$ cat src/common/mf2_consts.svh
`ifndef MF2_CONSTS_SVH
`define MF2_CONSTS_SVH

//////////////////////////////
// Widths and sizes
//////////////////////////////

`define MF2_ADDR_W 13
`define MF2_DATA_W 8
`define MF2_DEPTH 8192

// Page selects on cpu_addr[15:13]
`define MF2_ROM_PAGE 3'b000
`define MF2_RAM_PAGE 3'b001

//////////////////////////////
// CPU addresses
//////////////////////////////

`define MF2_NMI_VECTOR 16'h0066
`define MF2_HIDE_VECTOR 16'h0065
`define MF2_PAGE_PORT 14'b11111110111010   // 0xFEE8 and 0xFEEA

// Snooped I/O port high bytes
`define MF2_PORT_GA 8'h7F
`define MF2_PORT_CRTC_SEL 8'hBC
`define MF2_PORT_CRTC_DAT 8'hBD
`define MF2_PORT_PPI 8'hF7
`define MF2_PORT_ROM_SEL 8'hDF

//////////////////////////////
// Slots in cartridge RAM
//////////////////////////////

`define MF2_SLOT_PEN_INDEX 13'h1FCF
`define MF2_SLOT_PEN_BASE 13'h1F90     // Plus pen 0..15
`define MF2_SLOT_BORDER 13'h1FDF
`define MF2_SLOT_SCREEN_MODE 13'h1FEF
`define MF2_SLOT_BANKING 13'h1FFF
`define MF2_SLOT_CRTC_SEL 13'h1CFF
`define MF2_SLOT_CRTC_BASE 13'h1DB0    // Plus register 0..15
`define MF2_SLOT_PPI 13'h17FF
`define MF2_SLOT_UPPER_ROM 13'h1AAC

`define MF2_IDLE_BYTE 8'hFF

`endif

$ cat src/common/mf2_pkg.sv
package mf2_pkg;

	//////////////////////////////
	// Cartridge configuration
	//////////////////////////////

	typedef enum logic [1:0] {
		MF2_ENABLED  = 2'd0,     // Pages in on freeze
		MF2_HIDDEN   = 2'd1,     // Present but hidden after reset
		MF2_DISABLED = 2'd2      // Never pages in
	} mf2_mode_t;

	//////////////////////////////
	// Snooped register writes
	//////////////////////////////

	typedef enum logic [3:0] {
		ST_NONE         = 4'd0,
		ST_PEN_INDEX    = 4'd1,  // Gate array function 00
		ST_PEN_COLOR    = 4'd2,  // Gate array function 01, ink
		ST_BORDER_COLOR = 4'd3,  // Function 01 with pen bit 4 set
		ST_SCREEN_MODE  = 4'd4,  // Function 10
		ST_BANKING      = 4'd5,  // Function 11
		ST_CRTC_SELECT  = 4'd6,
		ST_CRTC_VALUE   = 4'd7,
		ST_PPI          = 4'd8,
		ST_UPPER_ROM    = 4'd9
	} mf2_store_t;

endpackage

$ cat src/multiface/mf2_control.sv
`timescale 1ns/10ps
`include "mf2_consts.svh"

module mf2_control (
	input  logic                   clk_sys,
	input  logic                   reset,
	input  mf2_pkg::mf2_mode_t     mf2_mode,
	input  logic [15:0]            cpu_addr,
	input  logic [`MF2_DATA_W-1:0] cpu_dout,
	input  logic                   mem_wr,
	input  logic                   mem_rd,
	input  logic                   m1,
	input  logic                   key_nmi,
	input  logic                   page_wr,
	input  logic                   page_out,
	input  logic                   store_wr,
	input  logic [`MF2_ADDR_W-1:0] store_addr,
	input  logic [`MF2_DATA_W-1:0] store_data,
	input  logic [`MF2_DATA_W-1:0] ram_dout,
	output logic                   nmi,
	output logic                   mf2_en,
	output logic                   mf2_rom_en,
	output logic                   mf2_ram_en,
	output logic [`MF2_ADDR_W-1:0] ram_addr,
	output logic                   ram_we,
	output logic [`MF2_DATA_W-1:0] ram_din,
	output logic [`MF2_DATA_W-1:0] mf2_dout
);
	import mf2_pkg::*;

	logic key_d;
	logic m1_d;
	logic key_rise;
	logic m1_rise;
	logic hidden;
	logic mode_off;
	logic cpu_ram_wr;
	logic rd_issue;   // CPU read owns the port this cycle
	logic rd_pend;
	logic rd_valid;

	assign key_rise   = key_nmi & ~key_d;
	assign m1_rise    = m1 & ~m1_d;
	assign mode_off   = (mf2_mode == MF2_DISABLED);
	assign mf2_rom_en = mf2_en & (cpu_addr[15:13] == `MF2_ROM_PAGE);
	assign mf2_ram_en = mf2_en & (cpu_addr[15:13] == `MF2_RAM_PAGE);
	assign cpu_ram_wr = mem_wr & mf2_ram_en;
	assign rd_issue   = mem_rd & mf2_ram_en & ~store_wr & ~cpu_ram_wr;

	//////////////////////////////
	// NMI, enable and hidden
	//////////////////////////////

	always_ff @(posedge clk_sys) begin
		key_d <= key_nmi;
		m1_d  <= m1;
		if (reset) begin
			nmi    <= 1'b0;
			mf2_en <= 1'b0;
			hidden <= (mf2_mode != MF2_ENABLED);
		end else begin
			if (key_rise & ~mf2_en & ~mode_off)
				nmi <= 1'b1;
			if (nmi & m1_rise & (cpu_addr == `MF2_NMI_VECTOR)) begin   // Freeze entry
				mf2_en <= 1'b1;
				hidden <= 1'b0;
				nmi    <= 1'b0;
			end
			if (mf2_en & m1_rise & (cpu_addr == `MF2_HIDE_VECTOR))
				hidden <= 1'b1;
			// Port write has the last word on the enable
			if (page_wr)
				mf2_en <= ~page_out & ~hidden & ~mode_off;
		end
	end

	//////////////////////////////
	// RAM port and read path
	//////////////////////////////

	always_ff @(posedge clk_sys) begin
		if (reset) begin
			ram_we   <= 1'b0;
			rd_pend  <= 1'b0;
			rd_valid <= 1'b0;
		end else begin
			ram_we   <= store_wr | cpu_ram_wr;
			rd_pend  <= rd_issue;
			rd_valid <= rd_pend;   // Lines up with ram_dout
		end
	end

	always_ff @(posedge clk_sys) begin
		if (store_wr) begin   // Snooped store first
			ram_addr <= store_addr;
			ram_din  <= store_data;
		end else begin
			ram_addr <= cpu_addr[`MF2_ADDR_W-1:0];
			ram_din  <= cpu_dout;
		end
	end

	assign mf2_dout = rd_valid ? ram_dout : `MF2_IDLE_BYTE;

endmodule

$ cat config.mk
export PLATFORM = sky130hd
export DESIGN_NAME = mf2_control
export DESIGN_NICKNAME = d
export VERILOG_FILES = /design/src/common/mf2_pkg.sv /design/src/multiface/mf2_control.sv
export VERILOG_INCLUDE_DIRS = /design/src /design/src/common
export SDC_FILE = /design/constraint.sdc
export NUM_CORES = 1
export LEC_CHECK = 0
export ABC_CLOCK_PERIOD_IN_PS = 3190
export BUFFER_PORTS_ARGS = -buffer_cell sky130_fd_sc_hd__buf_2
export CAP_MARGIN = 40
export CORE_MARGIN = 2
export CORE_UTILIZATION = 39
export CTS_CLUSTER_DIAMETER = 100
export CTS_CLUSTER_SIZE = 14
export DETAILED_ROUTE_END_ITERATION = 6
export PLACE_DENSITY_LB_ADDON = 0.05
export SYNTH_ARGS = -nofsm -noshare
export SYNTH_HDL_FRONTEND = slang
export SYNTH_SLANG_ARGS = --single-unit
export TNS_END_PERCENT = 5
$ cat constraint.sdc
create_clock -name clk_sys -period 3.19 [get_ports clk_sys]
set_input_delay 0.7975 -clock clk_sys [delete_from_list [all_inputs] [get_ports clk_sys]]
set_output_delay 0.7975 -clock clk_sys [all_outputs]
set_load 0.1 [all_outputs]
Yosys cells after proc, flatten, opt, wreduce, memory -nomap -nowiden
Index checks and enable logic that the tools add are counted.
- register bits after elaboration: 29
- equal/unequal tests: 4
- muxes and demuxes: 8
- bitwise gates (word level): 25
- reductions and logical operators: 5
- operator list (kind ; count):
    16-bit by 7-bit == test with 1-bit output (second input constant) ; 2
    1-bit bitwise AND ; 16
    8-bit two-way mux ; 2
    13-bit two-way mux ; 1
    1-bit inverter ; 8
    1-bit two-way mux ; 5
    2-bit nonzero test ; 2
    3-bit by 1-bit == test with 1-bit output (second input constant) ; 1
    3-bit zero test ; 1
    3-bit nonzero test ; 1
    2-bit == test (second input constant) ; 1
    2-bit OR reduction ; 1
    1-bit OR ; 1

Longest topological paths before layout
- depth in word-level cells: 7
- mapped depth: 4
- depth with buffers taken out: 4

Worst setup path after synthesis
No wires, ideal clock.
- kind: register to output
- from: reg mf2_en
- to: out mf2_ram_en
- arrival time: 3.227 ns
- path slack: -0.835 ns
- cell stages (with the launch flop): 3
- cell sequence: dfxtp_1 > nand2_1 > nor3_1
- word-level cells in the longest chain between the ends: 1
- ends and longest elaborated chain (what ; RTL line ; source):
    from (decl) ; mf2_control.sv:21 ; output logic mf2_en,
    from (signal assigned) ; mf2_control.sv:73 ; mf2_en <= ~page_out & ~hidden & ~mode_off;
    1-bit bitwise AND ; mf2_control.sv:46 ; assign mf2_ram_en = mf2_en & (cpu_addr[15:13] == `MF2_RAM_PAGE);
    to (decl) ; mf2_control.sv:23 ; output logic mf2_ram_en,
No other way between the ends.

Worst setup path in the final report
- from: in cpu_addr[13]
- to: out mf2_rom_en
- word-level cells in the longest chain between the ends: 2
- ends and longest elaborated chain (what ; RTL line ; source):
    from (decl) ; mf2_control.sv:8 ; input logic [15:0] cpu_addr,
    3-bit zero test (no source line) ; - ;
    1-bit bitwise AND ; mf2_control.sv:45 ; assign mf2_rom_en = mf2_en & (cpu_addr[15:13] == `MF2_ROM_PAGE);
    to (decl) ; mf2_control.sv:22 ; output logic mf2_rom_en,
No other way between the ends.

==> flow_summary.ini <==
[routing]
antenna_left = 0
num_vias = 1055
post-route-drc-count = 0
first_iter_violations = 27
avgViaCountPerCell = 4.65
routed_wirelength_um = 2700
wl_per_cell_um = 11.9
first_pass_iters = 4

[synth]
post_synth_num_cell_types = 25
synth_most_common_cell = dfxtp_1
synth.largest_area_cell = dfxtp_1
avgSynthCellArea_um2 = 11.9
synth_ff_type = dfxtp_1
syn_area_um2 = 1100
synth_area_leaders = dfxtp_1, mux2_2, nand2b_1
async_flop_share = 0
synth_common_cells = dfxtp_1, mux2_2, nand2b_1, nand2_1, nor2_1
synth.net_count = 157
yosysWarningCount = 0
synth_edf_count = 1
syn_inst = 93
ys_seq_area_frac = 0.536
yosysTopAreaCellShare = 0.509
ys_ff_latch = 29

[die]
start_util = 0.407
pin_count = 98
die-width_um = 57.2
fp.dieArea_um2 = 3270
design.core.area_um2 = 2710
fp-row-count = 19
die_h_um = 57.2

[placement]
io_buffers = 97
gp_congestion = 0.723
hpwl_um = 2170
placed_area_um2 = 1620

[finish]
diodes = 0
area_growth_pct = 53.5
drive_above_1_share = 0.668
num-nets-final = 259
num-fill-cells = 254
design_area_um2 = 1690

[setup_path]
cp_common_cell = buf_2
cp_top_family = buffers and inverters
slowest_delay_ps = 420
worstPathArrival_ps = 1680
cp.required_ps = 2390
timing.rr.start = m1_d
critPathMaxFanout = 3
worst-path-buf-inv = 2
worstPathCellList = buf_2 -> nor3_2 -> and2_1 -> buf_2
cp-start-kind = input pin
crit_type = input pin to primary output
slowest_stage = buf_2
crit_start = cpu_addr[13]
end_kind = primary output

[clock_tree]
postCtsSetupRepairBufs = 0
cts_buffer_depth = 2
cts_resized = 0
path_clk_slew_ps = 90
htree_levels = 2
cts_tree = built
root_buffer = clkbuf_4
cts_buffers = 5
cts.hold.buffers_added = 0
clkLatencyLatePin_ps = 330
clock_sinks = 29

[sta]
grt_setup_unrepaired = false
setup_viol_count_final = 0
tightest_slew_ps = 492
fin_skew_ps = 1.86
tns_ps = 0
fin_crit_ps = 2480
finalHoldViolations = 0
timing.final.crit_share = 0.777
final_max_slew_viol_count = 0
slew_headroom = 0.672
fmax_mhz = 403

[global_routing]
antenna_found_initial = 0
gr-usage-all-layers = 0.169
grt_pass1_vias = 950
grt_first_pass_wirelength_um = 3990
overflow = 0
grt_max_degree = 24

[pwr]
ir_worst_vdd_mv = 0.435
p_total_mw = 0.933
power_density_nw_per_um2 = 551
leakagePower_nw = 0.822

[worst_hold_path]
hold_class = flop to flop
min-delay-start = rd_pend

[job]
maxCapViolCount = 0

[outcome]
outcome = completed
## cell type report
cell class              count  area, um^2  share of cell area
clock inverters             1        5.00             0.00296
flip-flops and latches     29         591               0.349
repair buffers             97         485               0.287
multi-input cells          62         507               0.300
well taps                  31        38.8              0.0229
clock buffers               7        65.1              0.0385
## state kept, by name (all words and copies together), names as in the netlist
name	flops
m1_d	1
key_d	1
ram_we	1
hidden	1
ram_din	8
rd_valid	1
mf2_en	1
ram_addr	13
rd_pend	1
nmi	1
## stage by stage
| step | util | hold slack [ps] | setup WS (ps) | cells |
|---|---|---|---|---|
| 5_1_grt | 0.624 | 472 | 656 | 227 |
| 3_3_place_gp | 0.598 | 430 | 731 | 219 |
| 3_5_place_dp | 0.598 | 450 | 708 | 219 |
| 2_1_floorplan | - | 414 | 18.4 | 93 |
| 4_1_cts | 0.624 | 465 | 708 | 227 |
| 6_report | 0.624 | 461 | 710 | 227 |
## placed cells by master, fill, tap and decap left out, types with 2 or more instances in the layout
master and instances:
nand2b_1 10, dfxtp_1 28, clkbuf_8 2, mux2_2 21, a21oi_1 2, nor2_1 5
nand2_1 5, o21ai_0 2, buf_2 97, nor3_2 2, clkbuf_4 5
## path summary, 6_finish.rpt
kind                                    to  slack (ps)  cells after the start
worst max-delay path            mf2_rom_en         710                      4
worst min-delay path              rd_valid         460                      1
worst max register to register      hidden        1950                      3
worst min register to register    rd_valid         460                      1
## cells by family (layout without fill, tap and decap cells)
logic type	Yosys count	count (layout)	share of synthesized area
AOI/OAI and AO/OA	9	9	0.0522
buffers and inverters	2	105	0.00908
DFF	29	29	0.536
muxes	21	21	0.215
and+or+nand+nor	32	32	0.188
## metal layers
metal	wire (um)	vias to the layer above	part of all wire	global-route usage
met2	1310	57	0.49	0.289
li1	-	536	-	-
met1	971	451	0.36	0.159
met5	0	-	0	0
met4	108	0	0.040	0.0997
met3	304	11	0.11	0.0907
## where the power goes
part	internal [mW]	switching (mW)	leakage, nW
clock	0.128	0.126	0.0413
sequential	0.390	0.00690	0.245
combinational	0.0689	0.213	0.536
(Power assumes the default switching activity.)
