$ cat src/common/mf2_consts.svh
`ifndef MF2_CONSTS_SVH
`define MF2_CONSTS_SVH

//////////////////////////////
// Widths and sizes
//////////////////////////////

`define MF2_ADDR_W 13
`define MF2_DATA_W 8
`define MF2_DEPTH 8192

// Page selects on cpu_addr[15:13]
`define MF2_ROM_PAGE 3'b000
`define MF2_RAM_PAGE 3'b001

//////////////////////////////
// CPU addresses
//////////////////////////////

`define MF2_NMI_VECTOR 16'h0066
`define MF2_HIDE_VECTOR 16'h0065
`define MF2_PAGE_PORT 14'b11111110111010   // 0xFEE8 and 0xFEEA

// Snooped I/O port high bytes
`define MF2_PORT_GA 8'h7F
`define MF2_PORT_CRTC_SEL 8'hBC
`define MF2_PORT_CRTC_DAT 8'hBD
`define MF2_PORT_PPI 8'hF7
`define MF2_PORT_ROM_SEL 8'hDF

//////////////////////////////
// Slots in cartridge RAM
//////////////////////////////

`define MF2_SLOT_PEN_INDEX 13'h1FCF
`define MF2_SLOT_PEN_BASE 13'h1F90     // Plus pen 0..15
`define MF2_SLOT_BORDER 13'h1FDF
`define MF2_SLOT_SCREEN_MODE 13'h1FEF
`define MF2_SLOT_BANKING 13'h1FFF
`define MF2_SLOT_CRTC_SEL 13'h1CFF
`define MF2_SLOT_CRTC_BASE 13'h1DB0    // Plus register 0..15
`define MF2_SLOT_PPI 13'h17FF
`define MF2_SLOT_UPPER_ROM 13'h1AAC

`define MF2_IDLE_BYTE 8'hFF

`endif

$ cat src/common/mf2_pkg.sv
package mf2_pkg;

	//////////////////////////////
	// Cartridge configuration
	//////////////////////////////

	typedef enum logic [1:0] {
		MF2_ENABLED  = 2'd0,     // Pages in on freeze
		MF2_HIDDEN   = 2'd1,     // Present but hidden after reset
		MF2_DISABLED = 2'd2      // Never pages in
	} mf2_mode_t;

	//////////////////////////////
	// Snooped register writes
	//////////////////////////////

	typedef enum logic [3:0] {
		ST_NONE         = 4'd0,
		ST_PEN_INDEX    = 4'd1,  // Gate array function 00
		ST_PEN_COLOR    = 4'd2,  // Gate array function 01, ink
		ST_BORDER_COLOR = 4'd3,  // Function 01 with pen bit 4 set
		ST_SCREEN_MODE  = 4'd4,  // Function 10
		ST_BANKING      = 4'd5,  // Function 11
		ST_CRTC_SELECT  = 4'd6,
		ST_CRTC_VALUE   = 4'd7,
		ST_PPI          = 4'd8,
		ST_UPPER_ROM    = 4'd9
	} mf2_store_t;

endpackage

$ cat src/multiface/mf2_snoop.sv
`timescale 1ns/10ps
`include "mf2_consts.svh"

module mf2_snoop (
	input  logic                   clk_sys,
	input  logic                   reset,
	input  logic [15:0]            cpu_addr,
	input  logic [`MF2_DATA_W-1:0] cpu_dout,
	input  logic                   io_wr,
	output logic                   page_wr,
	output logic                   page_out,
	output logic                   store_wr,
	output logic [`MF2_ADDR_W-1:0] store_addr,
	output logic [`MF2_DATA_W-1:0] store_data
);
	import mf2_pkg::*;

	logic                   io_wr_d;
	logic                   io_wr_rise;
	logic                   page_hit;
	mf2_store_t             kind;
	logic [4:0]             pen_index;   // Last pen selected on the gate array
	logic [3:0]             crtc_reg;    // Last CRTC register selected
	logic [`MF2_ADDR_W-1:0] slot_addr;

	assign io_wr_rise = io_wr & ~io_wr_d;
	assign page_hit   = (cpu_addr[15:2] == `MF2_PAGE_PORT);

	//////////////////////////////
	// Classify the write
	//////////////////////////////

	always_comb begin
		kind = ST_NONE;
		case (cpu_addr[15:8])
			`MF2_PORT_GA: begin
				case (cpu_dout[7:6])
					2'b00:   kind = ST_PEN_INDEX;
					2'b01:   kind = pen_index[4] ? ST_BORDER_COLOR : ST_PEN_COLOR;
					2'b10:   kind = ST_SCREEN_MODE;
					default: kind = ST_BANKING;
				endcase
			end
			`MF2_PORT_CRTC_SEL: kind = ST_CRTC_SELECT;
			`MF2_PORT_CRTC_DAT: kind = ST_CRTC_VALUE;
			`MF2_PORT_PPI:      kind = ST_PPI;
			`MF2_PORT_ROM_SEL:  kind = ST_UPPER_ROM;
			default:            kind = ST_NONE;
		endcase
	end

	// Slot address from the kind
	always_comb begin
		case (kind)
			ST_PEN_INDEX:    slot_addr = `MF2_SLOT_PEN_INDEX;
			ST_PEN_COLOR:    slot_addr = `MF2_SLOT_PEN_BASE |
				{{(`MF2_ADDR_W-4){1'b0}}, pen_index[3:0]};
			ST_BORDER_COLOR: slot_addr = `MF2_SLOT_BORDER;
			ST_SCREEN_MODE:  slot_addr = `MF2_SLOT_SCREEN_MODE;
			ST_BANKING:      slot_addr = `MF2_SLOT_BANKING;
			ST_CRTC_SELECT:  slot_addr = `MF2_SLOT_CRTC_SEL;
			ST_CRTC_VALUE:   slot_addr = `MF2_SLOT_CRTC_BASE |
				{{(`MF2_ADDR_W-4){1'b0}}, crtc_reg};
			ST_PPI:          slot_addr = `MF2_SLOT_PPI;
			ST_UPPER_ROM:    slot_addr = `MF2_SLOT_UPPER_ROM;
			default:         slot_addr = '0;
		endcase
	end

	//////////////////////////////
	// Strobes and tracking
	//////////////////////////////

	always_ff @(posedge clk_sys) begin
		io_wr_d <= io_wr;   // Previous level for the edge detect
		if (reset) begin
			page_wr   <= 1'b0;
			store_wr  <= 1'b0;
			pen_index <= '0;
			crtc_reg  <= '0;
		end else begin
			page_wr  <= io_wr_rise & page_hit;   // Paging wins over a store
			store_wr <= io_wr_rise & ~page_hit & (kind != ST_NONE);
			if (io_wr_rise & ~page_hit) begin
				if (kind == ST_PEN_INDEX)
					pen_index <= cpu_dout[4:0];
				if (kind == ST_CRTC_SELECT)
					crtc_reg <= cpu_dout[3:0];
			end
		end
	end

	always_ff @(posedge clk_sys) begin
		if (io_wr_rise) begin
			page_out   <= cpu_addr[1];   // FEEA pages out
			store_addr <= slot_addr;
			store_data <= cpu_dout;
		end
	end

endmodule

$ cat config.mk
export PLATFORM = sky130hd
export DESIGN_NAME = mf2_snoop
export DESIGN_NICKNAME = d
export VERILOG_FILES = /design/src/common/mf2_pkg.sv /design/src/multiface/mf2_snoop.sv
export VERILOG_INCLUDE_DIRS = /design/src /design/src/common
export SDC_FILE = /design/constraint.sdc
export NUM_CORES = 1
export LEC_CHECK = 0
export BUFFER_PORTS_ARGS = -buffer_cell sky130_fd_sc_hd__buf_2
export CAP_MARGIN = 20
export CORE_MARGIN = 2
export CORE_UTILIZATION = 53
export DETAILED_ROUTE_END_ITERATION = 10
export PLACE_DENSITY = 0.84
export RECOVER_POWER = 100
export REMOVE_ABC_BUFFERS = 1
export SLEW_MARGIN = 25
export SYNTH_ARGS = -nofsm -noshare
export SYNTH_HDL_FRONTEND = slang
export SYNTH_SLANG_ARGS = --single-unit
$ cat constraint.sdc
create_clock -name clk_sys -period 3 [get_ports clk_sys]
set_clock_uncertainty 0.1 [all_clocks]
set_input_delay 0.15 -clock clk_sys [delete_from_list [all_inputs] [get_ports clk_sys]]
set_output_delay 0.15 -clock clk_sys [all_outputs]
set_load 0.02 [all_outputs]
After elaboration in Yosys (flattened, before gate mapping)
Index checks and enable logic that the tools add are counted.
- equality and inequality tests: 17
- multiplexer cells: 4
- bitwise operators: 6
- reductions and logical operators: 4
- operators by type and width (operator ; count):
    13-bit one-hot mux with 9 select lines ; 1
    8-bit equality test (second input constant) ; 4
    4-bit one-hot mux with 5 select lines ; 1
    4-bit by 3-bit equality test with 1-bit output (second input constant) ; 4
    14-bit equality test (second input constant) ; 1
    3-bit one-hot mux with 3 select lines ; 1
    4-bit by 2-bit equality test with 1-bit output (second input constant) ; 2
    4-bit equality test (second input constant) ; 2
    8-bit by 7-bit equality test with 1-bit output (second input constant) ; 1
    1-bit AND ; 4
    4-bit by 1-bit equality test with 1-bit output (second input constant) ; 1
    2-bit AND reduction ; 2
    4-bit nonzero test ; 1
    2-bit by 1-bit equality test with 1-bit output (second input constant) ; 1
    2-bit equality test (second input constant) ; 1
    2-bit logical NOT ; 1
    1-bit inverter ; 2
    1-bit two-way mux ; 1
- register bits: 34
- input bits: 27
- output and inout bits: 24
- logic and storage cells: 39

Longest topological paths before layout
Gate-level depths: netlist of run 1.
- word-level depth: 5
- mapped depth: 6
- depth with buffers taken out: 4

Worst setup path before layout of run 1
Ideal clock, no wire load.
- kind: input -> register
- start: in cpu_addr[13]
- end: reg store_addr[0], data pin
- library setup time: 0.275 ns
- data arrival time: 1.358 ns
- data required time: 2.625 ns
- setup slack: 1.267 ns
- stages: 6
- buffers on the path: 2
- path through: buf_4 -> or3b_1 -> buf_6 -> a211oi_2 -> a2bb2oi_1 -> o211ai_1
- word-level cells in the longest chain between the ends: 4
- ends and longest elaborated chain (element ; line ; RTL):
    start, declared ; mf2_snoop.sv:7 ; input logic [15:0] cpu_addr,
    8-bit equality test / 8-bit by 7-bit equality test with 1-bit output (equally long branches) ; mf2_snoop.sv:35 ; case (cpu_addr[15:8])
    4-bit one-hot mux with 5 select lines * ; mf2_snoop.sv:35 ;
    4-bit equality test (tied with other cells) ; mf2_snoop.sv:54 ; case (kind)
    13-bit one-hot mux with 9 select lines * ; mf2_snoop.sv:54 ;
    named net slot_addr[0] ; mf2_snoop.sv:24 ; logic [`MF2_ADDR_W-1:0] slot_addr;
    end signal, assigned ; mf2_snoop.sv:96 ; store_addr <= slot_addr;
    end, declared ; mf2_snoop.sv:13 ; output logic [`MF2_ADDR_W-1:0] store_addr,
Mark *: on every way through the listed nets, which the timed path passes. The rest lies on a longest branch.
A chain may end at the register's enable or synchronous reset.

Worst setup path in the final report of run 1
- start: reg pen_index[4]
- end: reg store_addr[0], data pin
- word-level cells in the longest chain between the ends: 5
- ends and longest elaborated chain (element ; line ; RTL):
    start, declared ; mf2_snoop.sv:22 ; logic [4:0] pen_index;
    start signal, assigned ; mf2_snoop.sv:86 ; pen_index <= cpu_dout[4:0];
    1-bit two-way mux * ; mf2_snoop.sv:39 ; 2'b01: kind = pen_index[4] ? ST_BORDER_COLOR : ST_PEN_COLOR;
    3-bit one-hot mux with 3 select lines * ; mf2_snoop.sv:37 ; case (cpu_dout[7:6])
    4-bit one-hot mux with 5 select lines * ; mf2_snoop.sv:35 ;
    4-bit equality test (tied with other cells) ; mf2_snoop.sv:54 ;
    13-bit one-hot mux with 9 select lines * ; mf2_snoop.sv:54 ;
    named net slot_addr[0] ; mf2_snoop.sv:24 ;
Marks and branches as above.

==> results of run 1 <==
[repair_timing]
item,in CTS,in global routing
resized for setup,0,0
setup buffers,0,0
endpoints found under the hold margin,12,0
hold buffers,8,0
[power by group through the flow]
stage / Clock (mW) / Combinational [mW] / Sequential, mW
floorplan: 0 / 0.0234 / 0.521
global placement: 0 / 0.0804 / 0.506
detailed placement: 0 / 0.0823 / 0.507
CTS: 0.234 / 0.0907 / 0.497
global route: 0.255 / 0.0911 / 0.498
finish: 0.228 / 0.0852 / 0.497
[placed cells by master, fill, tap and decap left out, drive strengths merged]
cell	netlist	final
a2111oi	1	1
a211oi	2	2
a21o	1	1
a21oi	1	1
a221o	1	1
a2bb2oi	1	1
a311oi	1	1
a32oi	2	2
a41oi	1	1
buf	4	15
clkbuf	2	40
clkinv	0	2
dfxtp	12	12
dlygate4sd3	0	8
edfxtp	21	21
inv	3	3
mux2i	9	9
nand2	2	2
nand2b	1	1
nand3	3	3
nand3b	1	1
nand4	4	4
nand4b	2	2
nand4bb	1	1
nor2	17	17
nor3	5	5
nor3b	5	5
nor4	3	3
nor4b	1	1
o211ai	5	5
o21ai	6	6
o21bai	1	1
or2	2	2
or3b	1	1
or4b	1	1
xnor2	1	1
[critical path: cells and delay by family (launching register included)]
family           cells  cell delay [ns]
flip-flops           1             0.34
AO/OA/AOI/OAI        3             1.29
AND/OR/NAND/NOR      1             0.08
[per-stage QoR]
stage	std cells	instance area [sq um]	power [mW]	worst slack, ns	utilization [%]
2_1_floorplan	118	1460	0.545	1.32	-
3_3_place_gp	198	1750	0.587	1.09	63.9
3_5_place_dp	198	1750	0.589	1.05	63.9
4_1_cts	214	1880	0.822	1.07	68.7
5_1_grt	214	1810	0.844	0.776	66.4
6_report	214	1810	0.810	0.906	66.4
[per-layer routing]
layer	share of wire (%)	vias up	GRT usage (%)
met5	0	-	0
met4	1.8	0	12.3
met3	8.2	6	4.99
met2	52	55	35.6
met1	38	568	23.1
li1	-	601	-
[Yosys cell counts, drive strengths merged (2+ instances only)]
library cell  instances
nand3                 3
mux2i                 9
nor3                  5
nand4                 4
nor2                 17
nand2                 2
or2                   2
nor4                  3
a32oi                 2
o211ai                5
nor3b                 5
nand4b                2
edfxtp               21
a211oi                2
buf                   4
dfxtp                12
o21ai                 6
clkbuf                2
inv                   3
[worst max path at each step]
stage,startpoint,endpoint,depth (start not counted)
after global placement,cpu_dout[6],store_addr[1],5
after global routing,pen_index[4],store_addr[0],4
after floorplan,pen_index[4],store_addr[0],4
after CTS,io_wr,pen_index[3],6
after detailed placement,cpu_addr[13],store_addr[1],5
final,pen_index[4],store_addr[0],4
[kinds of logic after synthesis]
family          synth area share [%]
simple gates                    20.7
xor+xnor                       0.583
buf+inv                         3.33
compound gates                  11.4
mux                             6.00
flops                           58.0
[area by class of cell]
type	count	area, sq um	area share (%)
well taps	31	38.8	2.14
clock buffers	6	41.3	2.28
repair buffers	57	283	15.6
flip-flops and latches	33	871	48.0
multi-input cells	82	559	30.8
clock inverters	2	10.0	0.552
inverters	3	11.3	0.621
==> report_table.html, run 1 <==
<table>
<tr><th>Metric</th><th>Value</th></tr>
<tr><th colspan="2">STA</th></tr>
<tr><td>Pin slew with the least headroom to its limit</td><td>approximately 1 ns</td></tr>
<tr><td>FMAX</td><td>478 MHz</td></tr>
<tr><td>Setup Viol. Count Final</td><td>0</td></tr>
<tr><td>Final Hold Slack</td><td>between 0.02 and 0.025 ns</td></tr>
<tr><td>Max-slew violation count</td><td>0</td></tr>
<tr><td>Unrepaired setup endpoints after global routing</td><td>no</td></tr>
<tr><td>Slew headroom</td><td>between 30% and 40%</td></tr>
<tr><td>Count of final hold-check violations</td><td>0</td></tr>
<tr><td>Fin crit period</td><td>2.09 ns</td></tr>
<tr><td>Fraction of the cycle the final worst path needs</td><td>a little over two thirds</td></tr>
<tr><td>Setup TNS</td><td>0 ns</td></tr>
<tr><th colspan="2">Power and ir drop</th></tr>
<tr><td>Switching portion of total power</td><td>around a quarter</td></tr>
<tr><td>Power Dens Cells</td><td>around 450 nW/um^2</td></tr>
<tr><td>Cell internal pwr</td><td>between 600 and 700 uW</td></tr>
<tr><td>P_sw</td><td>~200 uW</td></tr>
<tr><td>Pleak</td><td>0.625 nW</td></tr>
<tr><td>Worst IR drop on VDD</td><td>between 0.3 and 0.4 mV</td></tr>
<tr><td>Logic pwr share</td><td>around a tenth</td></tr>
<tr><td>Relative contribution of the clock network to total power</td><td>around 28%</td></tr>
<tr><td>Reg power frac</td><td>a little over 60%</td></tr>
<tr><th colspan="2">Setup path</th></tr>
<tr><td>Arrival @ worst endpoint</td><td>just over 2 ns</td></tr>
<tr><td>Slowest library cell on the worst path</td><td>a2111oi_0</td></tr>
<tr><td>Reg-to-reg slack, setup</td><td>~0.91 ns</td></tr>
<tr><td>Data required time of the worst path</td><td>a little under 3 ns</td></tr>
<tr><td>Endpoint type of the worst setup path</td><td>flop</td></tr>
<tr><td>Crit-path max FO</td><td>4</td></tr>
<tr><td>Capture point of the worst reg-to-reg path</td><td>store_addr[0]</td></tr>
<tr><td>Startpoint of the most critical register-to-register path</td><td>pen_index[4]</td></tr>
<tr><td>Biggest cell delay along the critical path</td><td>around 0.88 ns</td></tr>
<tr><td>Type of the worst setup path</td><td>flop to flop</td></tr>
<tr><td>Cell-by-cell listing of the critical path</td><td>nor3b_1 &gt; a2111oi_0 &gt; a2bb2oi_1 &gt; o211ai_1</td></tr>
<tr><td>Crit start category</td><td>flop</td></tr>
<tr><td>Cell depth of the worst flop-to-flop path</td><td>4</td></tr>
<tr><th colspan="2">GRT</th></tr>
<tr><td>Global route overflow</td><td>0</td></tr>
<tr><td>Largest net degree at the start of global routing</td><td>22</td></tr>
<tr><td>Number of global-route vias before repair</td><td>1,194</td></tr>
<tr><td>Overall global routing resource usage</td><td>a little over 20%</td></tr>
<tr><td>Initial antenna violation count</td><td>0</td></tr>
<tr><td>First-pass GRT wire length</td><td>5040 microns</td></tr>
<tr><th colspan="2">Yosys</th></tr>
<tr><td>Area share of the largest cell type after synthesis</td><td>between 40% and 50%</td></tr>
<tr><td>Cell area after synthesis</td><td>1500 sq um</td></tr>
<tr><td>Gate Count Post-Synth</td><td>between 100 and 150</td></tr>
<tr><td>FFs w/ async S/R, synth</td><td>0%</td></tr>
<tr><td>Number of synthesized register bits</td><td>33</td></tr>
<tr><td>Library cell occupying the most area in the post-synthesis netlist</td><td>edfxtp_1</td></tr>
<tr><td>Number of flops mapped to enable cells by yosys</td><td>21</td></tr>
<tr><td>Sequential share of the synthesized area</td><td>roughly 58%</td></tr>
<tr><td>Dominant register cell in the synthesized netlist</td><td>edfxtp_1</td></tr>
<tr><td>Synth warn</td><td>0</td></tr>
<tr><td>Synth unique cells</td><td>38</td></tr>
<tr><td>Cells taking the most area after synthesis</td><td>edfxtp_1 42%, dfxtp_1 16%, mux2i_1 6.0%</td></tr>
<tr><td>Synthesized area per cell</td><td>12.1 sq um</td></tr>
<tr><th colspan="2">Floorplan</th></tr>
<tr><td>Number of top-level pins</td><td>51</td></tr>
<tr><td>Placement Rows</td><td>19</td></tr>
<tr><td>Die X-Extent</td><td>~57 microns</td></tr>
<tr><td>Floorplan die area</td><td>between 3000 and 4000 sq um</td></tr>
<tr><td>Height of the chip</td><td>57.2 microns</td></tr>
<tr><td>Floorplan core area</td><td>around 2700 sq um</td></tr>
<tr><td>Initial cell density of the core</td><td>55.0%</td></tr>
<tr><th colspan="2">Cells and area</th></tr>
<tr><td>Leading registers by flop count</td><td>store_addr: 12 flops, store_data: 8 flops, pen_index: 5 flops</td></tr>
<tr><td>Register with the highest flop count</td><td>store_addr</td></tr>
<tr><td>Net total in the final layout</td><td>209</td></tr>
<tr><td>N_diodes</td><td>0</td></tr>
<tr><td>Layout-stage area growth over the synthesis result</td><td>20.7%</td></tr>
<tr><td>Ratio of cells with drive above 1 in the final layout</td><td>14.2%</td></tr>
<tr><td>Fill cells</td><td>232</td></tr>
<tr><td>Number of flip-flops under the largest register name</td><td>12</td></tr>
<tr><th colspan="2">CTS</th></tr>
<tr><td>Buffer cell driving the clock tree root</td><td>clkbuf_4</td></tr>
<tr><td>CTS H-tree depth</td><td>2</td></tr>
<tr><td>Clock sink count</td><td>33</td></tr>
<tr><td>Clock latency on the worst-skew pair</td><td>between 0.3 and 0.4 ns</td></tr>
<tr><td>TritonCTS buffer count</td><td>5</td></tr>
<tr><td>Clock slew seen by the registers of the worst setup and hold paths</td><td>0.10 ns</td></tr>
<tr><td>Deepest clock path buffer count</td><td>2</td></tr>
<tr><td>CTS tree</td><td>yes</td></tr>
<tr><th colspan="2">Hold path</th></tr>
<tr><td>Worst hold path stage count</td><td>2</td></tr>
<tr><td>Hold Path Origin</td><td>reset</td></tr>
<tr><td>Path category of the worst min-delay check</td><td>input port to flop</td></tr>
<tr><td>Hold Path End</td><td>pen_index[4]</td></tr>
<tr><th colspan="2">Placed design</th></tr>
<tr><td>Quantity of I/O buffers inserted on ports</td><td>49</td></tr>
<tr><td>Gp weighted congestion</td><td>between 0.8 and 0.9</td></tr>
<tr><td>DPL Wire Length</td><td>roughly 2300 microns</td></tr>
<tr><th colspan="2">Drt</th></tr>
<tr><td>Via density per instance</td><td>between 5 and 6</td></tr>
<tr><td>Total number of vias</td><td>~1,200</td></tr>
<tr><td>Average wire length per cell after detail routing</td><td>between 10 and 15 microns</td></tr>
<tr><td>Post-route antenna net violation count</td><td>0</td></tr>
<tr><td>Final WL</td><td>between 3000 and 4000 microns</td></tr>
<tr><td>Count of unresolved DRC violations after routing</td><td>0</td></tr>
<tr><td>Number of iterations in the first detailed-routing pass</td><td>6</td></tr>
<tr><td>First-iteration detailed-routing DRC count</td><td>40</td></tr>
<tr><th colspan="2">Job</th></tr>
<tr><td>Maximum capacitance violations</td><td>0</td></tr>
<tr><th colspan="2">Run status</th></tr>
<tr><td>Outcome</td><td>completed</td></tr>
</table>
(Power assumes the default switching activity.)
==> run 2: changes to the inputs <==
--- a/config.mk
+++ b/config.mk
@@ -9,9 +9,9 @@
 export BUFFER_PORTS_ARGS = -buffer_cell sky130_fd_sc_hd__buf_2
 export CAP_MARGIN = 20
 export CORE_MARGIN = 2
-export CORE_UTILIZATION = 53
+export CORE_UTILIZATION = 49
 export DETAILED_ROUTE_END_ITERATION = 10
-export PLACE_DENSITY = 0.84
+export PLACE_DENSITY = 0.78
 export RECOVER_POWER = 100
 export REMOVE_ABC_BUFFERS = 1
 export SLEW_MARGIN = 25
==> constraint.sdc (replaced) <==
create_clock -name clk_sys -period 2.04 [get_ports clk_sys]
set_clock_uncertainty 0.1 [all_clocks]
set_input_delay 0.102 -clock clk_sys [delete_from_list [all_inputs] [get_ports clk_sys]]
set_output_delay 0.102 -clock clk_sys [all_outputs]
set_load 0.02 [all_outputs]
==> report_table.html, run 2 (synthesis results as in run 1) <==
<table>
<tr><th>Metric</th><th>Value</th></tr>
<tr><th colspan="2">Run status</th></tr>
<tr><td>Outcome</td><td>completed</td></tr>
<tr><th colspan="2">STA</th></tr>
<tr><td>Max-slew violation count</td><td>0 (unchanged)</td></tr>
<tr><td>Fin crit period</td><td>roughly 1.9 ns</td></tr>
<tr><td>Setup Viol. Count Final</td><td>0 (unchanged)</td></tr>
<tr><td>Pin slew with the least headroom to its limit</td><td>0.459 ns (-0.563 ns)</td></tr>
<tr><td>Unrepaired setup endpoints after global routing</td><td>no</td></tr>
<tr><td>FMAX</td><td>513 MHz</td></tr>
<tr><td>Slew headroom</td><td>69.2% (+38 points)</td></tr>
<tr><td>Count of final hold-check violations</td><td>0 (unchanged)</td></tr>
<tr><td>Setup TNS</td><td>0 ns (unchanged)</td></tr>
<tr><td>Fraction of the cycle the final worst path needs</td><td>95.5%</td></tr>
<tr><td>Post-layout worst setup margin</td><td>0.0910 ns (-0.815 ns)</td></tr>
<tr><th colspan="2">Cells and area</th></tr>
<tr><td>Layout-stage area growth over the synthesis result</td><td>29.8%</td></tr>
<tr><td>Net total in the final layout</td><td>217 (+3.8%)</td></tr>
<tr><td>Leading cell type in the layout, fill and taps excluded</td><td>buf_2</td></tr>
<tr><td>N_diodes</td><td>0 (unchanged)</td></tr>
<tr><td>Leading registers by flop count</td><td>store_addr: 12 flops, store_data: 8 flops, pen_index: 5 flops</td></tr>
<tr><td>Register with the highest flop count</td><td>store_addr</td></tr>
<tr><td>Number of flip-flops under the largest register name</td><td>12 (unchanged)</td></tr>
<tr><td>Commonest cells after routing, fill and taps aside</td><td>43 x buf_2, 21 x edfxtp_1, 17 x nor2_1</td></tr>
<tr><td>Ratio of cells with drive above 1 in the final layout</td><td>32.5% (+18 points)</td></tr>
<tr><th colspan="2">Drt</th></tr>
<tr><td>Number of iterations in the first detailed-routing pass</td><td>4 (-2)</td></tr>
<tr><td>First-iteration detailed-routing DRC count</td><td>55 (+38%)</td></tr>
<tr><td>Final WL</td><td>3390 microns (+7.2%)</td></tr>
<tr><td>Average wire length per cell after detail routing</td><td>15.1 microns (+2.4%)</td></tr>
<tr><td>Count of unresolved DRC violations after routing</td><td>0 (unchanged)</td></tr>
<tr><td>Total number of vias</td><td>1,265 (+2.8%)</td></tr>
<tr><td>Via density per instance</td><td>5.65 (-1.7%)</td></tr>
<tr><td>Post-route antenna net violation count</td><td>0 (unchanged)</td></tr>
<tr><th colspan="2">CTS</th></tr>
<tr><td>CTS tree</td><td>yes</td></tr>
<tr><td>Deepest clock path buffer count</td><td>2 (unchanged)</td></tr>
<tr><td>CTS H-tree depth</td><td>2 (unchanged)</td></tr>
<tr><td>Clock slew seen by the registers of the worst setup and hold paths</td><td>0.09 ns (about the same)</td></tr>
<tr><td>Buffer cell driving the clock tree root</td><td>clkbuf_4</td></tr>
<tr><td>TritonCTS buffer count</td><td>5 (unchanged)</td></tr>
<tr><td>Clock sink count</td><td>33 (unchanged)</td></tr>
<tr><td>Clock latency on the worst-skew pair</td><td>0.33 ns (about the same)</td></tr>
<tr><th colspan="2">Setup path</th></tr>
<tr><td>Arrival @ worst endpoint</td><td>2.07 ns (about the same)</td></tr>
<tr><td>Endpoint type of the worst setup path</td><td>flop</td></tr>
<tr><td>Type of the worst setup path</td><td>input port to flop</td></tr>
<tr><td>First element of the critical path</td><td>cpu_dout[7]</td></tr>
<tr><td>Startpoint of the most critical register-to-register path</td><td>io_wr_d</td></tr>
<tr><td>Crit-path max FO</td><td>9 (+5)</td></tr>
<tr><td>Capturing instance or port of the critical path</td><td>pen_index[2]</td></tr>
<tr><td>Cell depth of the worst flop-to-flop path</td><td>5 (+1)</td></tr>
<tr><td>Capture point of the worst reg-to-reg path</td><td>pen_index[2]</td></tr>
<tr><td>Reg-to-reg slack, setup</td><td>0.33 ns (-0.58 ns)</td></tr>
<tr><td>Crit start category</td><td>input port</td></tr>
<tr><td>Data required time of the worst path</td><td>2.16 ns (-0.80 ns)</td></tr>
<tr><th colspan="2">GRT</th></tr>
<tr><td>First-pass GRT wire length</td><td>5270 microns (+4.5%)</td></tr>
<tr><td>Initial antenna violation count</td><td>0 (unchanged)</td></tr>
<tr><td>Number of global-route vias before repair</td><td>1,138 (-4.7%)</td></tr>
<tr><td>Global route overflow</td><td>0 (unchanged)</td></tr>
<tr><td>Largest net degree at the start of global routing</td><td>17 (-23%)</td></tr>
<tr><td>Overall global routing resource usage</td><td>20.2% (-0.42 points)</td></tr>
<tr><th colspan="2">Power and ir drop</th></tr>
<tr><td>Logic pwr share</td><td>11.8% (+1.3 points)</td></tr>
<tr><td>Total power of the final layout</td><td>1.21 mW (+50%)</td></tr>
<tr><td>P_sw</td><td>300 uW (+52%)</td></tr>
<tr><td>Relative contribution of the clock network to total power</td><td>28.1% (about the same)</td></tr>
<tr><td>Switching portion of total power</td><td>24.7% (+0.35 points)</td></tr>
<tr><td>Worst IR drop on VDD</td><td>0.439 mV (+21%)</td></tr>
<tr><td>Reg power frac</td><td>60.1% (-1.2 points)</td></tr>
<tr><td>Power Dens Cells</td><td>622 nW/um^2 (+39%)</td></tr>
<tr><td>Cell internal pwr</td><td>914 uW (+49%)</td></tr>
<tr><td>Pleak</td><td>0.753 nW (+21%)</td></tr>
<tr><th colspan="2">Hold path</th></tr>
<tr><td>Path category of the worst min-delay check</td><td>input port to flop</td></tr>
<tr><th colspan="2">Placed design</th></tr>
<tr><td>Quantity of I/O buffers inserted on ports</td><td>49 (unchanged)</td></tr>
<tr><td>DPL Wire Length</td><td>2390 microns (+3.7%)</td></tr>
<tr><td>Gp weighted congestion</td><td>0.845 (-5.0%)</td></tr>
<tr><td>Worst slack after detailed placement</td><td>0.132 ns (-0.918 ns)</td></tr>
<tr><th colspan="2">Floorplan</th></tr>
<tr><td>Die X-Extent</td><td>59.4 microns (+3.7%)</td></tr>
<tr><td>Floorplan die area</td><td>3530 sq um (+7.6%)</td></tr>
<tr><td>Height of the chip</td><td>59.4 microns (+3.7%)</td></tr>
<tr><td>Initial cell density of the core</td><td>50.5% (-4.5 points)</td></tr>
<tr><td>Number of top-level pins</td><td>51 (unchanged)</td></tr>
<tr><td>Placement Rows</td><td>20 (+1)</td></tr>
<tr><td>Floorplan core area</td><td>2980 sq um (+8.9%)</td></tr>
<tr><th colspan="2">Job</th></tr>
<tr><td>Maximum capacitance violations</td><td>0 (unchanged)</td></tr>
</table>
==> run 2: worst min-delay path by stage <==
stage	end	depth (start not counted)	start	slack (ns)
4_1_cts	page_wr	4	cpu_addr[7]	0.07
3_3_place_gp	io_wr_d	1	io_wr	0.13
2_1_floorplan	io_wr_d	0	io_wr	0.03
3_5_place_dp	io_wr_d	1	io_wr	0.13
6_report	page_wr	4	cpu_addr[7]	0.08
5_1_grt	page_wr	4	cpu_addr[2]	0.1
==> run 2: stage by stage <==
| step | utilization [%] | instance area (sq um) | std cells | hold WS, ns |
|---|---|---|---|---|
| 2_1_floorplan | - | 1460 | 118 | 0.0297 |
| 3_3_place_gp | 59.8 | 1780 | 204 | 0.133 |
| 3_5_place_dp | 59.8 | 1780 | 204 | 0.133 |
| 4_1_cts | 65.2 | 1940 | 223 | 0.0739 |
| 5_1_grt | 65.5 | 1950 | 224 | 0.0985 |
| 6_report | 65.5 | 1950 | 224 | 0.0770 |
==> run 2: worst max-delay path, stage by stage <==
cell and delay (ns):
dlygate4sd3_1 0.53, buf_2 0.18, or4b_4 0.56, nor4_4 0.29, buf_6 0.16, mux2i_1 0.19
nor2_1 0.05
==> run 2: layout make-up <==
class	count	area (sq um)
multi-input combinational	82	591
fill	221	1030
clock inverter	2	10.0
inverter	3	11.3
tap	33	41.3
clock buffer	6	41.3
timing repair buffer	65	385
sequential	33	871
==> run 2: timing repair <==
item	in CTS	in global routing
hold endpoints to repair	21	0
resized for setup	0	3
hold buffers	11	0
setup endpoints to repair	0	3
setup buffers	0	1
==> run 2: power groups by stage <==
stage / Clock [mW] / Sequential, mW / Combinational, mW
global route: 0.372 / 0.732 / 0.153
floorplan: 0 / 0.766 / 0.0344
detailed placement: 0 / 0.745 / 0.125
CTS: 0.347 / 0.730 / 0.142
finish: 0.341 / 0.730 / 0.143
global placement: 0 / 0.744 / 0.122
==> run 2: per-layer routing <==
metal / up-vias / global-route usage, % / routed length, microns
met4: 0 / 9.74 / 31
met1: 594 / 24.0 / 1410
met5: - / 0 / 0
met3: 4 / 4.80 / 176
met2: 51 / 34.2 / 1770
li1: 616 / - / -
==> run 3: changes to the inputs <==
--- a/config.mk
+++ b/config.mk
@@ -11,7 +11,7 @@
 export CORE_MARGIN = 2
 export CORE_UTILIZATION = 49
 export DETAILED_ROUTE_END_ITERATION = 10
-export PLACE_DENSITY = 0.78
+export PLACE_DENSITY = 0.86
 export RECOVER_POWER = 100
 export REMOVE_ABC_BUFFERS = 1
 export SLEW_MARGIN = 25
==> report_table.html, run 3 (synthesis results as in run 1) <==
<table>
<tr><th>Metric</th><th>Value</th></tr>
<tr><th colspan="2">Run status</th></tr>
<tr><td>Outcome</td><td>completed</td></tr>
<tr><th colspan="2">Setup path</th></tr>
<tr><td>Total buffers and inverters traversed by the critical path</td><td>3 (unchanged)</td></tr>
<tr><td>Data required time of the worst path</td><td>2.18 ns (+0.02 ns)</td></tr>
<tr><td>Type of the worst setup path</td><td>input port to flop</td></tr>
<tr><td>Slowest library cell on the worst path</td><td>or4b_4</td></tr>
<tr><td>Arrival @ worst endpoint</td><td>2.09 ns (+0.02 ns)</td></tr>
<tr><td>Biggest cell delay along the critical path</td><td>0.55 ns (about the same)</td></tr>
<tr><td>Crit-path max FO</td><td>9 (unchanged)</td></tr>
<tr><td>Crit start category</td><td>input port</td></tr>
<tr><td>Endpoint type of the worst setup path</td><td>flop</td></tr>
<tr><td>Cell-by-cell listing of the critical path</td><td>dlygate4sd3_1 &gt; buf_2 &gt; or4b_4 &gt; nor4_2 &gt; buf_6 &gt; mux2i_1 &gt; nor2_1</td></tr>
<tr><td>Crit path max-delay family</td><td>simple AND/OR/NAND/NOR gates</td></tr>
<tr><th colspan="2">Power and ir drop</th></tr>
<tr><td>Total power of the final layout</td><td>1.22 mW (+0.17%)</td></tr>
<tr><td>Pleak</td><td>0.659 nW (-13%)</td></tr>
<tr><td>Worst IR drop on VDD</td><td>0.384 mV (-13%)</td></tr>
<tr><td>Power Dens Cells</td><td>642 nW/um^2 (+3.2%)</td></tr>
<tr><th colspan="2">Drt</th></tr>
<tr><td>First-iteration detailed-routing DRC count</td><td>35 (-36%)</td></tr>
<tr><td>Final WL</td><td>3400 microns (about the same)</td></tr>
<tr><td>Via density per instance</td><td>5.65 (about the same)</td></tr>
<tr><td>Number of iterations in the first detailed-routing pass</td><td>4 (unchanged)</td></tr>
<tr><td>Average wire length per cell after detail routing</td><td>15.2 microns (about the same)</td></tr>
<tr><td>Post-route antenna net violation count</td><td>0 (unchanged)</td></tr>
<tr><td>Count of unresolved DRC violations after routing</td><td>0 (unchanged)</td></tr>
<tr><td>Total number of vias</td><td>1,266 (+0.079%)</td></tr>
<tr><th colspan="2">Floorplan</th></tr>
<tr><td>Number of top-level pins</td><td>51 (unchanged)</td></tr>
<tr><td>Height of the chip</td><td>59.4 microns (unchanged)</td></tr>
<tr><td>Placement Rows</td><td>20 (unchanged)</td></tr>
<tr><td>Floorplan die area</td><td>3530 sq um (unchanged)</td></tr>
<tr><td>Die X-Extent</td><td>59.4 microns (unchanged)</td></tr>
<tr><td>Initial cell density of the core</td><td>50.5% (unchanged)</td></tr>
<tr><td>Floorplan core area</td><td>2980 sq um (unchanged)</td></tr>
<tr><th colspan="2">CTS</th></tr>
<tr><td>Deepest clock path buffer count</td><td>2 (unchanged)</td></tr>
<tr><td>Clock slew seen by the registers of the worst setup and hold paths</td><td>0.10 ns (about the same)</td></tr>
<tr><td>CTS tree</td><td>yes</td></tr>
<tr><td>TritonCTS buffer count</td><td>5 (unchanged)</td></tr>
<tr><td>Clock latency on the worst-skew pair</td><td>0.34 ns (about the same)</td></tr>
<tr><td>Buffer cell driving the clock tree root</td><td>clkbuf_4</td></tr>
<tr><td>CTS H-tree depth</td><td>2 (unchanged)</td></tr>
<tr><td>Clock sink count</td><td>33 (unchanged)</td></tr>
<tr><th colspan="2">Cells and area</th></tr>
<tr><td>Ratio of cells with drive above 1 in the final layout</td><td>18.8% (-14 points)</td></tr>
<tr><td>Register with the highest flop count</td><td>store_addr</td></tr>
<tr><td>Leading cell type in the layout, fill and taps excluded</td><td>clkbuf_1</td></tr>
<tr><td>Commonest cells after routing, fill and taps aside</td><td>33 x clkbuf_1, 21 x edfxtp_1, 18 x buf_2</td></tr>
<tr><td>Number of flip-flops under the largest register name</td><td>12 (unchanged)</td></tr>
<tr><td>Net total in the final layout</td><td>217 (unchanged)</td></tr>
<tr><td>Layout-stage area growth over the synthesis result</td><td>26.0%</td></tr>
<tr><td>N_diodes</td><td>0 (unchanged)</td></tr>
<tr><td>Leading registers by flop count</td><td>store_addr: 12 flops, store_data: 8 flops, pen_index: 5 flops</td></tr>
<tr><th colspan="2">GRT</th></tr>
<tr><td>Largest net degree at the start of global routing</td><td>17 (unchanged)</td></tr>
<tr><td>First-pass GRT wire length</td><td>5370 microns (+1.8%)</td></tr>
<tr><td>Number of global-route vias before repair</td><td>1,253 (+10%)</td></tr>
<tr><td>Initial antenna violation count</td><td>0 (unchanged)</td></tr>
<tr><td>Global route overflow</td><td>0 (unchanged)</td></tr>
<tr><td>Overall global routing resource usage</td><td>21.0% (+0.77 points)</td></tr>
<tr><th colspan="2">STA</th></tr>
<tr><td>Count of final hold-check violations</td><td>0 (unchanged)</td></tr>
<tr><td>Unrepaired setup endpoints after global routing</td><td>no</td></tr>
<tr><td>Fraction of the cycle the final worst path needs</td><td>95.8% (+0.29 points)</td></tr>
<tr><td>Post-layout worst setup margin</td><td>0.0852 ns (-0.00584 ns)</td></tr>
<tr><td>Slew headroom</td><td>60.0% (-9.1 points)</td></tr>
<tr><td>Setup Viol. Count Final</td><td>0 (unchanged)</td></tr>
<tr><td>Setup TNS</td><td>0 ns (unchanged)</td></tr>
<tr><td>Pin slew with the least headroom to its limit</td><td>0.595 ns (+0.136 ns)</td></tr>
<tr><td>Fin crit period</td><td>1.95 ns (+0.00584 ns)</td></tr>
<tr><td>Max-slew violation count</td><td>0 (unchanged)</td></tr>
<tr><td>FMAX</td><td>512 MHz (-0.30%)</td></tr>
<tr><th colspan="2">Hold path</th></tr>
<tr><td>Path category of the worst min-delay check</td><td>input port to flop</td></tr>
<tr><th colspan="2">Placed design</th></tr>
<tr><td>Quantity of I/O buffers inserted on ports</td><td>49 (unchanged)</td></tr>
<tr><td>Worst slack after detailed placement</td><td>0.166 ns (+0.0335 ns)</td></tr>
<tr><td>DPL Wire Length</td><td>2380 microns (-0.50%)</td></tr>
<tr><td>Gp weighted congestion</td><td>0.929 (+9.9%)</td></tr>
<tr><th colspan="2">Job</th></tr>
<tr><td>Maximum capacitance violations</td><td>0 (unchanged)</td></tr>
</table>
## run 3: layer usage
metal / vias up / routed length, microns / track usage (%)
li1: 613 / - / -
met1: 599 / 1330 / 21.6
met2: 45 / 1800 / 37.8
met3: 9 / 209 / 8.30
met4: 0 / 59 / 8.12
met5: - / 0 / 0
## run 3: layout make-up
cell class / instances / area (sq um)
clock inverters: 3 / 17.5
well taps: 33 / 41.3
multi-input cells: 82 / 567
fillers: 246 / 1080
clock buffers: 5 / 37.5
repair buffers: 65 / 348
flip-flops and latches: 33 / 871
inverters: 3 / 11.3
## run 3: tightest hold or removal path: cells and delay by family
kind | cells | cell delay [ns]
buffers and inverters | 1 | 0.07
AND/OR/NAND/NOR | 3 | 0.28
## run 3: what timing repair did
action | 4_1_cts | 5_1_grt
resized for setup | 0 | 3
setup endpoints to repair | 0 | 5
setup buffers | 0 | 1
hold buffers | 11 | 0
hold endpoints to repair | 21 | 0
## run 3: power by group
group	internal [mW]	total (mW)	switching [mW]
combinational	0.0510	0.135	0.0838
clock	0.130	0.350	0.221
sequential	0.726	0.731	0.00462
total	0.907	1.22	0.309
## run 3: final timing paths
check	from	to	slack (ns)	cells after the start
max reg2reg	io_wr_d	pen_index[0]	0.31	5
min reg2reg	pen_index[4]	pen_index[4]	0.41	2
max	cpu_dout[7]	pen_index[0]	0.09	7
min	cpu_addr[2]	page_wr	0.04	4
## run 3: stage by stage
step           hold WS, ns  cell area, sq um  std cells  utilization [%]
3_3_place_gp         0.139              1790        204             60.2
6_report            0.0434              1890        224             63.6
3_5_place_dp         0.139              1790        204             60.2
5_1_grt             0.0482              1890        224             63.6
2_1_floorplan       0.0297              1460        118                -
4_1_cts             0.0550              1960        223             65.8
